`src/wts_sound_pkg.sv`:
```
/*
 * Wave-table sound audio definitions
 * Channel count and the widths of samples, volume, panning, rate and output
 */
package wts_sound_pkg;

	parameter int NUM_CHANNELS = 6;

	// Signed wave sample as stored in wave memory
	typedef logic signed [7:0] sample_t;

	typedef logic [3:0] volume_t;

	// Bit 1 routes to left, bit 0 routes to right
	typedef logic [1:0] pan_t;

	typedef logic [11:0] freq_t;

	// One-hot slot ring, bit n is the slot of channel n
	typedef logic [5:0] phase_t;

	typedef logic [11:0] audio_t;

endpackage

```
`src/wts_bus_pkg.sv`:
```
/*
 * Wave-table sound memory bus definitions
 * Wave and bank addressing, CPU channel select and the CPU access states
 */
package wts_bus_pkg;

	typedef logic [4:0] wave_addr_t;

	// Index of the channel within the bank on top, sample index below
	typedef logic [6:0] bank_addr_t;

	// Bit 0 picks the bank, bits 2:1 the channel within that bank
	typedef logic [2:0] chan_id_t;

	typedef enum logic [1:0] {
		idle,
		wait_slot,
		read_return
	} cpu_state_t;

endpackage

```
`src/wts_bank_if.sv`:
```
/*
 * Wave bank access port
 * Carries the RAM port of one bank and the CPU request path into its arbiter
 */
interface wts_bank_if import wts_sound_pkg::*, wts_bus_pkg::*; ();

	logic			we;
	bank_addr_t		a;
	sample_t		d;
	sample_t		q;

	logic			cpu_req;
	logic			cpu_we;
	bank_addr_t		cpu_a;
	sample_t		cpu_d;
	logic			cpu_grant;

	modport arbiter (output we, a, d, cpu_grant, input cpu_req, cpu_we, cpu_a, cpu_d);
	modport ram (input we, a, d, output q);
	// The CPU side also sees q to pick up read data
	modport cpu (output cpu_req, cpu_we, cpu_a, cpu_d, input cpu_grant, q);

endinterface

```
`src/wts_wave_ram.sv`:
```
/*
 * Wave memory bank
 * 128 x 8 single-port RAM with a registered read
 */
module wts_wave_ram import wts_sound_pkg::*, wts_bus_pkg::*; (
	input	logic		clk,
	wts_bank_if.ram		bus
);

	localparam int DEPTH = 2 ** $bits(bank_addr_t);

	sample_t	mem [DEPTH];

	// Read returns the old byte when the same address is written
	always_ff @(posedge clk) begin
		if (bus.we) begin
			mem[bus.a] <= bus.d;
		end
		bus.q <= mem[bus.a];
	end

endmodule

```
`src/wts_wave_addr.sv`:
```
/*
 * Channel wave address generator
 * Divides the slot rate by the frequency count and steps a 32-entry pointer
 */
module wts_wave_addr import wts_sound_pkg::*, wts_bus_pkg::*; (
	input	logic		clk,
	input	logic		nreset,
	input	logic		active,
	input	logic		key_on,
	input	freq_t		reg_frequency_count,
	output	wave_addr_t	wave_a
);

	freq_t		divider;
	logic		step;

	// The pointer moves once every reg_frequency_count + 1 slots
	assign step = (divider == reg_frequency_count);

	// ------------------------------------------------------------
	// Divider
	// ------------------------------------------------------------
	always_ff @(posedge clk) begin
		if (!nreset) begin
			divider <= '0;
		end
		else if (key_on) begin
			divider <= '0;
		end
		else if (active) begin
			if (step) begin
				divider <= '0;
			end
			else begin
				divider <= divider + 1'b1;
			end
		end
	end

	// ------------------------------------------------------------
	// Wave pointer, wraps after the last sample
	// ------------------------------------------------------------
	always_ff @(posedge clk) begin
		if (!nreset) begin
			wave_a <= '0;
		end
		else if (key_on) begin
			wave_a <= '0;
		end
		else if (active && step) begin
			wave_a <= wave_a + 1'b1;
		end
	end

endmodule

```
`src/wts_cpu_access.sv`:
```
/*
 * CPU wave memory access
 * Latches a CPU read or write, waits for a free slot on the addressed bank
 * and returns read data with a one-cycle strobe
 */
module wts_cpu_access import wts_sound_pkg::*, wts_bus_pkg::*; (
	input	logic		clk,
	input	logic		nreset,
	input	chan_id_t	sram_id,
	input	wave_addr_t	sram_a,
	input	sample_t	sram_d,
	input	logic		sram_oe,
	input	logic		sram_we,
	output	sample_t	sram_q,
	output	logic		sram_q_en,
	wts_bank_if.cpu		even_bank,
	wts_bank_if.cpu		odd_bank
);

	cpu_state_t	state;
	logic		req_odd;
	logic		req_we;
	bank_addr_t	req_a;
	sample_t	req_d;
	sample_t	q_hold;
	logic		start;
	logic		granted;
	sample_t	bank_q;

	assign start	= (state == idle) && (sram_oe || sram_we);
	assign granted	= req_odd ? odd_bank.cpu_grant : even_bank.cpu_grant;
	assign bank_q	= req_odd ? odd_bank.q : even_bank.q;

	// ------------------------------------------------------------
	// Request FSM
	// ------------------------------------------------------------
	always_ff @(posedge clk) begin
		if (!nreset) begin
			state	<= idle;
			req_odd	<= 1'b0;
			req_we	<= 1'b0;
		end
		else begin
			case (state)
				idle: begin
					if (start) begin
						state	<= wait_slot;
						req_odd	<= sram_id[0];
						req_we	<= sram_we;
					end
				end
				wait_slot: begin
					if (granted) begin
						state <= req_we ? idle : read_return;
					end
				end
				default: state <= idle;
			endcase
		end
	end

	always_ff @(posedge clk) begin
		if (start) begin
			req_a <= {sram_id[2:1], sram_a};
			req_d <= sram_d;
		end
		if (state == read_return) begin
			q_hold <= bank_q;
		end
	end

	// Only the selected bank sees the request
	assign even_bank.cpu_req	= (state == wait_slot) && !req_odd;
	assign odd_bank.cpu_req		= (state == wait_slot) && req_odd;
	assign even_bank.cpu_we		= req_we;
	assign odd_bank.cpu_we		= req_we;
	assign even_bank.cpu_a		= req_a;
	assign odd_bank.cpu_a		= req_a;
	assign even_bank.cpu_d		= req_d;
	assign odd_bank.cpu_d		= req_d;

	// RAM output still holds the CPU byte in the cycle after the grant
	assign sram_q_en	= (state == read_return);
	assign sram_q		= sram_q_en ? bank_q : q_hold;

endmodule

```
`src/wts_bank_arbiter.sv`:
```
/*
 * Wave bank arbiter
 * Hands the bank to its channel in owned slots and to the CPU otherwise
 */
module wts_bank_arbiter import wts_sound_pkg::*, wts_bus_pkg::*; #(
	parameter int BANK = 0
) (
	input	phase_t				phase,
	input	wave_addr_t [2:0]	chan_a,
	wts_bank_if.arbiter			bus
);

	localparam int SLOTS = 3;

	logic		owned;
	bank_addr_t	chan_addr;

	// ------------------------------------------------------------
	// Channel slot decode
	// ------------------------------------------------------------
	// Channel k of this bank sits in ring slot 2 * k + BANK
	always_comb begin
		owned		= 1'b0;
		chan_addr	= '0;
		for (int k = 0; k < SLOTS; k++) begin
			if (phase[2 * k + BANK]) begin
				owned		= 1'b1;
				chan_addr	= {2'(k), chan_a[k]};
			end
		end
	end

	// ------------------------------------------------------------
	// RAM port
	// ------------------------------------------------------------
	assign bus.cpu_grant	= !owned && bus.cpu_req;
	assign bus.we			= bus.cpu_grant && bus.cpu_we;
	assign bus.a			= owned ? chan_addr : bus.cpu_a;
	assign bus.d			= bus.cpu_d;

endmodule

```
`src/wts_mixer.sv`:
```
/*
 * Channel mixer
 * Scales each returning sample by volume, pans it, integrates one frame
 * and puts out the sums as offset binary
 */
module wts_mixer import wts_sound_pkg::*; #(
	parameter int NUM_CHANNELS = 6
) (
	input	logic							clk,
	input	logic							nreset,
	input	phase_t							phase,
	input	sample_t						even_q,
	input	sample_t						odd_q,
	input	volume_t [NUM_CHANNELS-1:0]		reg_volume,
	input	pan_t [NUM_CHANNELS-1:0]		reg_enable,
	output	audio_t							left_out,
	output	audio_t							right_out
);

	phase_t				phase_d;
	sample_t			sample;
	volume_t			volume;
	pan_t				pan;
	logic signed [12:0]	product;
	audio_t				scaled;
	audio_t				left_add;
	audio_t				right_add;
	audio_t				left_integ;
	audio_t				right_integ;
	audio_t				left_sum;
	audio_t				right_sum;

	// ------------------------------------------------------------
	// Select the channel whose data is on the RAM outputs
	// ------------------------------------------------------------
	always_comb begin
		sample	= even_q;
		volume	= '0;
		pan		= '0;
		for (int n = 0; n < NUM_CHANNELS; n++) begin
			if (phase_d[n]) begin
				sample	= (n % 2 == 1) ? odd_q : even_q;
				volume	= reg_volume[n];
				pan		= reg_enable[n];
			end
		end
	end

	assign product		= sample * $signed({1'b0, volume});
	assign scaled		= audio_t'(product >>> 4);
	assign left_add		= pan[1] ? scaled : '0;
	assign right_add	= pan[0] ? scaled : '0;
	assign left_sum		= left_integ + left_add;
	assign right_sum	= right_integ + right_add;

	// ------------------------------------------------------------
	// Integrator and output registers
	// ------------------------------------------------------------
	always_ff @(posedge clk) begin
		if (!nreset) begin
			phase_d		<= '0;
			left_integ	<= '0;
			right_integ	<= '0;
			left_out	<= 12'h800;
			right_out	<= 12'h800;
		end
		else begin
			phase_d		<= phase;
			// First channel of the frame starts a fresh sum
			left_integ	<= phase_d[0] ? left_add : left_sum;
			right_integ	<= phase_d[0] ? right_add : right_sum;
			if (phase_d[NUM_CHANNELS-1]) begin
				left_out	<= {~left_sum[11], left_sum[10:0]};
				right_out	<= {~right_sum[11], right_sum[10:0]};
			end
		end
	end

endmodule

```
`src/wts_core.sv`:
```
/*
 * Wave-table sound core
 * Six channels over two wave banks, driven by a six-slot phase ring
 */
module wts_core import wts_sound_pkg::*, wts_bus_pkg::*; (
	input	logic							clk,
	input	logic							nreset,
	input	logic [NUM_CHANNELS-1:0]		key_on,
	input	freq_t [NUM_CHANNELS-1:0]		reg_frequency_count,
	input	volume_t [NUM_CHANNELS-1:0]		reg_volume,
	input	pan_t [NUM_CHANNELS-1:0]		reg_enable,
	input	chan_id_t						sram_id,
	input	wave_addr_t						sram_a,
	input	sample_t						sram_d,
	input	logic							sram_oe,
	input	logic							sram_we,
	output	sample_t						sram_q,
	output	logic							sram_q_en,
	output	audio_t							left_out,
	output	audio_t							right_out
);

	phase_t							phase;
	wave_addr_t [NUM_CHANNELS-1:0]	wave_a;

	wts_bank_if even_bus ();
	wts_bank_if odd_bus ();

	// ------------------------------------------------------------
	// Phase ring, one slot per channel
	// ------------------------------------------------------------
	always_ff @(posedge clk) begin
		if (!nreset) begin
			phase <= 6'b000001;
		end
		else begin
			phase <= {phase[4:0], phase[5]};
		end
	end

	for (genvar n = 0; n < NUM_CHANNELS; n++) begin : g_chan
		wts_wave_addr u_wave_addr (
			.clk					(clk),
			.nreset					(nreset),
			.active					(phase[n]),
			.key_on					(key_on[n]),
			.reg_frequency_count	(reg_frequency_count[n]),
			.wave_a					(wave_a[n])
		);
	end

	// ------------------------------------------------------------
	// Wave banks, A C E even and B D F odd
	// ------------------------------------------------------------
	wts_bank_arbiter #(.BANK(0)) u_even_arbiter (
		.phase	(phase),
		.chan_a	({wave_a[4], wave_a[2], wave_a[0]}),
		.bus	(even_bus)
	);

	wts_bank_arbiter #(.BANK(1)) u_odd_arbiter (
		.phase	(phase),
		.chan_a	({wave_a[5], wave_a[3], wave_a[1]}),
		.bus	(odd_bus)
	);

	wts_wave_ram u_even_ram (.clk(clk), .bus(even_bus));
	wts_wave_ram u_odd_ram (.clk(clk), .bus(odd_bus));

	wts_cpu_access u_cpu_access (
		.clk		(clk),
		.nreset		(nreset),
		.sram_id	(sram_id),
		.sram_a		(sram_a),
		.sram_d		(sram_d),
		.sram_oe	(sram_oe),
		.sram_we	(sram_we),
		.sram_q		(sram_q),
		.sram_q_en	(sram_q_en),
		.even_bank	(even_bus),
		.odd_bank	(odd_bus)
	);

	wts_mixer #(.NUM_CHANNELS(NUM_CHANNELS)) u_mixer (
		.clk		(clk),
		.nreset		(nreset),
		.phase		(phase),
		.even_q		(even_bus.q),
		.odd_q		(odd_bus.q),
		.reg_volume	(reg_volume),
		.reg_enable	(reg_enable),
		.left_out	(left_out),
		.right_out	(right_out)
	);

endmodule

```
`config.mk`:
```
export PLATFORM = sky130hd
export DESIGN_NAME = wts_core
export DESIGN_NICKNAME = d
export VERILOG_FILES = /design/src/wts_sound_pkg.sv /design/src/wts_bus_pkg.sv /design/src/wts_bank_if.sv /design/src/wts_wave_ram.sv /design/src/wts_wave_addr.sv /design/src/wts_cpu_access.sv /design/src/wts_bank_arbiter.sv /design/src/wts_mixer.sv /design/src/wts_core.sv
export SDC_FILE = /design/constraint.sdc
export NUM_CORES = 2
export LEC_CHECK = 0
export ABC_AREA = 1
export CAP_MARGIN = 20
export CELL_PAD_IN_SITES_DETAIL_PLACEMENT = 2
export CELL_PAD_IN_SITES_GLOBAL_PLACEMENT = 2
export CORE_ASPECT_RATIO = 0.9
export CORE_MARGIN = 2
export CORE_UTILIZATION = 40
export CTS_BUF_LIST = sky130_fd_sc_hd__clkbuf_4
export DETAILED_ROUTE_END_ITERATION = 12
export DONT_BUFFER_PORTS = 1
export PLACE_DENSITY = 0.88
export SYNTH_ARGS = -nofsm -noshare
export SYNTH_HDL_FRONTEND = slang
export SYNTH_SLANG_ARGS = --single-unit
```
`constraint.sdc`:
```
create_clock -name clk -period 5.3 [get_ports clk]
set_clock_uncertainty 0.15 [all_clocks]
set_input_delay 0.795 -clock clk [delete_from_list [all_inputs] [get_ports clk]]
set_output_delay 0.795 -clock clk [all_outputs]
set_load 0.01 [all_outputs]
```
==> flow_summary.yaml, run 1 <==
yosys:
  ys_warn_count: 0
  avgSynthCellArea_um2: 10.2
  synth_compound_area_share_pct: 5.49
  seq_area_frac_synth_pct: 67.8
  synth_fp_nets: 9717
  synth-edff-count: 2063
  yosys.area_share.simple_pct: 21.2
  netlist_instances: 9509
  synth_ff_type: "edfxtp_1"
  synth_xor_area_share_pct: 0.923
  synth_common_cells: "4414 x nand2_1, 2063 x edfxtp_1, 649 x a21oi_1, 548 x nor2_1, 291 x buf_2"
  synth.distinct_cells: 53
  synth_top_area_share_pct: 64.0
  syn-cell-area_um2: 96800
  ys_async_sr_fraction_pct: 0
  synthMuxAreaShare_pct: 0.0414
  ys_ff_latch: 2248
  synth_largest_area_cell: "edfxtp_1"
  synth.area.top_cells: "edfxtp_1 64%, nand2_1 17%, dfxtp_1 3.8%"
  synth.most_common_cell: "nand2_1"
  synth_fa_ha_area_share_pct: 1.10
  synth_top_family_by_area: "simple AND/OR/NAND/NOR gates"
clocking:
  numCtsBuffers: 620
  clock_sinks: 2248
  cts_max_level: 6
  cts-root-buf: "clkbuf_4"
  clockBufferDepth: 4
grt:
  antenna_found_initial: 127
  grt_max_degree: 157
place:
  routabilityCongestion: 0.858
  place_area_um2: 103000
  dpl.hpwl_mm: 246
  portBuffers: 0
status:
  lastStage: "5_1_grt"
  status: "stopped before the end"
  error_message: "[ERROR GRT-0228] Horizontal edge usage exceeds the maximum allowed. (23, 42) usage=65535 limit=3200"
floorplanning:
  chipHeight_um: 471
  io_pins: 167
  die_w_um: 523
  num_rows: 171
  start_util_pct: 40.2
sta:
  crit_endpoint: "u_mixer.right_out[11]$_SDFFE_PN1P_/D"
  worstEpCategory: "sequential cell input"
## repair_timing
action / CTS
buffers inserted: 39
hold buffers: 103
gates resized for setup: 234
pin swaps: 71
cloned: 1
endpoints found under the hold margin: 173
endpoints found under the setup margin: 44
## through the flow
stage | util [%] | setup WS [ns] | std cells | setup TNS, ns
floorplan | - | -0.0420 | 9509 | -0.0997
global placement | 42.8 | -0.804 | 12700 | -16.24
detailed placement | 42.8 | -1.19 | 12700 | -26.13
CTS | 47.0 | -0.721 | 13900 | -13.79
## logic make-up after synthesis
logic type	after synthesis
simple gates	5288
flops	2248
compound gates	1028
buf+inv	765
xor+xnor	102
fa+ha+maj	74
mux	4
==> run 2: changes to the inputs <==
- CELL_PAD_IN_SITES_DETAIL_PLACEMENT: 2 -> unset
- CELL_PAD_IN_SITES_GLOBAL_PLACEMENT: 2 -> unset
- CORE_ASPECT_RATIO: 0.9 -> unset
- CTS_BUF_LIST: sky130_fd_sc_hd__clkbuf_4 -> unset
- PLACE_DENSITY: 0.88 -> unset
- PLACE_DENSITY_LB_ADDON: unset -> 0.15
- clock period: 5.3 -> 6.9 ns (I/O delays scaled with it)
==> run 2 against run 1 <==
Against the previous run: the run now ends clean; synthesized area stayed put; synthesized cell count stayed put.
==> flow_summary.yaml, run 2 <==
status:
  status: "finished clean"
place:
  portBuffers: 0
  post-place-ws_ns: 0.183
  routabilityCongestion: 0.874
  dpl.hpwl_mm: 167
flow_run:
  drv_cap: 0
grt:
  grt_overflow_total: 0
  grt_max_degree: 179
  antenna_found_initial: 13
  grt_util_all_layers_pct: 22.8
  grt_pass1_wl_mm: 424
  grt_pass1_vias: 64800
yosys:
  synth_ff_type: "edfxtp_1"
  synth.most_common_cell: "nand2_1"
  synth.distinct_cells: 53
  synth_fp_nets: 9717
  netlist_instances: 9509
  ys_warn_count: 0
  seq_area_frac_synth_pct: 67.8
  synth_largest_area_cell: "edfxtp_1"
  synth_top_area_share_pct: 64.0
  avgSynthCellArea_um2: 10.2
  syn-cell-area_um2: 96800
  ys_async_sr_fraction_pct: 0
  ys_ff_latch: 2248
  synth_common_cells: "4414 x nand2_1, 2063 x edfxtp_1, 649 x a21oi_1, 548 x nor2_1, 291 x buf_2"
  synth-edff-count: 2063
  synth.area.top_cells: "edfxtp_1 64%, nand2_1 17%, dfxtp_1 3.8%"
sta:
  fin_crit_sh_pct: 89.8
  tightest_slew_ns: 1.34
  finalCriticalPeriod_ns: 6.20
  slew_headroom_pct: 10.6
  fin_setup_tns_ns: 0
  worst_slack_ns: 0.701
  hold_viol_final: 0
  rsz0062_at_grt: "false"
  final-setup-viol-count: 0
  drv_slew: 0
  fmax_mhz: 161
finish:
  nNetsFinal: 9697
  top_regs: "u_even_ram.mem x1024, u_odd_ram.mem x1024, g_chan.u_wave_addr.divider x72"
  final_common_cell: "nand2_1"
  syn2layout_area_growth_pct: 11.7
  drive_above_1_share_pct: 6.62
  layout_common_cells: "4412 x nand2_1, 2063 x edfxtp_1, 649 x a21oi_1"
power:
  p_int_uw: 22900
  ir_worst_vdd_uv: 218
  leakage_uw: 0.0412
  clkPwrFrac_pct: 39.4
  seqPwrFrac_pct: 48.5
  power.density_nw_per_um2: 290
  p_switching_uw: 8430
  sw_frac_of_total_pct: 26.9
  p_comb_share_pct: 12.0
floorplanning:
  core_area_um2: 241000
  die_w_um: 496
  chipHeight_um: 496
  start_util_pct: 40.3
  io_pins: 167
  die-area_um2: 246000
  num_rows: 180
drt:
  wl_per_cell_um: 22.2
  drc: 0
  vias_per_cell: 5.17
  vias: 66600
  firstDrtPassIters: 6
  drt_iter0_markers: 5734
  wirelength_mm: 285
  antenna_left: 0
clocking:
  numCtsBuffers: 237
  cts-root-buf: "clkbuf_16"
  cts_setup_buffers: 0
  cts_max_level: 4
  clock_sinks: 2248
  clkLatencyLatePin_ns: 0.90
  clk_pin_slew_ns: 0.06
  clockBufferDepth: 3
  cts_tree: "done"
  ctsResizeCount: 0
  holdBufCountCts: 0
setup_path:
  worstSetupPathType: "flip-flop to flip-flop"
  setup.worst_path.start_class: "flip-flop"
  required_ns: 7.56
  worst_path_largest_cell_delay_ns: 0.49
  crit_arrival_ns: 6.86
  path_buf_inv: 6
  endpoint_kind: "flip-flop"
  crit_slowest_cell: "fa_1"
  critical_path.most_common_cell: "inv_1"
  critPathTopFamily: "adder cells"
  worstPathMaxFanout: 11
min_path:
  hold_class: "primary input to flip-flop"
-- run 2: cell counts after synthesis --
Identical to the previous run, type by type.
-- run 2: logic make-up (layout without fill, tap and decap cells) --
group                      after synthesis  count (layout)  share of synthesized area, %
AOI/OAI and AO/OA                     1028            1028                          5.49
buffers and inverters                  765             942                          3.41
other                                    0               9                             0
adders and majority gates               74              74                          1.10
and+or+nand+nor                       5288            5288                          21.2
muxes                                    4               4                        0.0414
DFF                                   2248            2248                          67.8
xor gates and xnor gates               102             102                         0.923
-- run 2: final timing paths --
check / slack, ns / startpoint / end / cells past startpoint
hold / removal: 0.08 / sram_id[1] / u_cpu_access.even_bank.cpu_a[5] / 0
setup reg to reg: 0.70 / phase[2] / u_mixer.right_integ[10] / 30
hold reg to reg: 0.31 / u_cpu_access.even_bank.cpu_we / u_cpu_access.state[1] / 1
setup / recovery: 0.70 / phase[2] / u_mixer.right_integ[10] / 30
-- run 2: power by group through the flow --
stage | logic, uW | registers [uW] | clock network, uW
after CTS | 3800 | 15200 | 12600
final | 3770 | 15200 | 12300
after global routing | 4150 | 15200 | 13100
after detailed placement | 3780 | 15500 | 0
after floorplan | 2030 | 15700 | 0
after global placement | 3770 | 15500 | 0
-- run 2: area by class of cell --
type,instances,area (um^2)
antenna,9,22.5
clock buffer,287,6160
clock inverter,149,1320
fill,22800,132000
inverter,294,1140
multi-input combinational,6496,27900
sequential,2248,65700
tap,3185,3990
timing repair buffer,212,1920
-- run 2: metrics by stage --
stage	total power, uW	hold slack, ns	instance area (um^2)	cells	util, %
CTS	31600	0.00245	108000	12900	44.9
global route	32400	0.0310	108000	12900	45.0
global placement	19300	0.295	101000	12400	41.8
floorplan	17700	0.270	96800	9509	-
detailed placement	19300	0.302	101000	12400	41.8
finish	31300	0.0769	108000	12900	45.0
-- run 2: layer usage --
| metal | part of all wire (%) | track usage, % |
|---|---|---|
| met1 | 45 | 32.0 |
| met2 | 46 | 36.5 |
| met3 | 6.2 | 3.56 |
| met4 | 2.9 | 6.86 |
| met5 | 0.011 | 0 |
No activity file was read; power rests on OpenSTA's default activity.
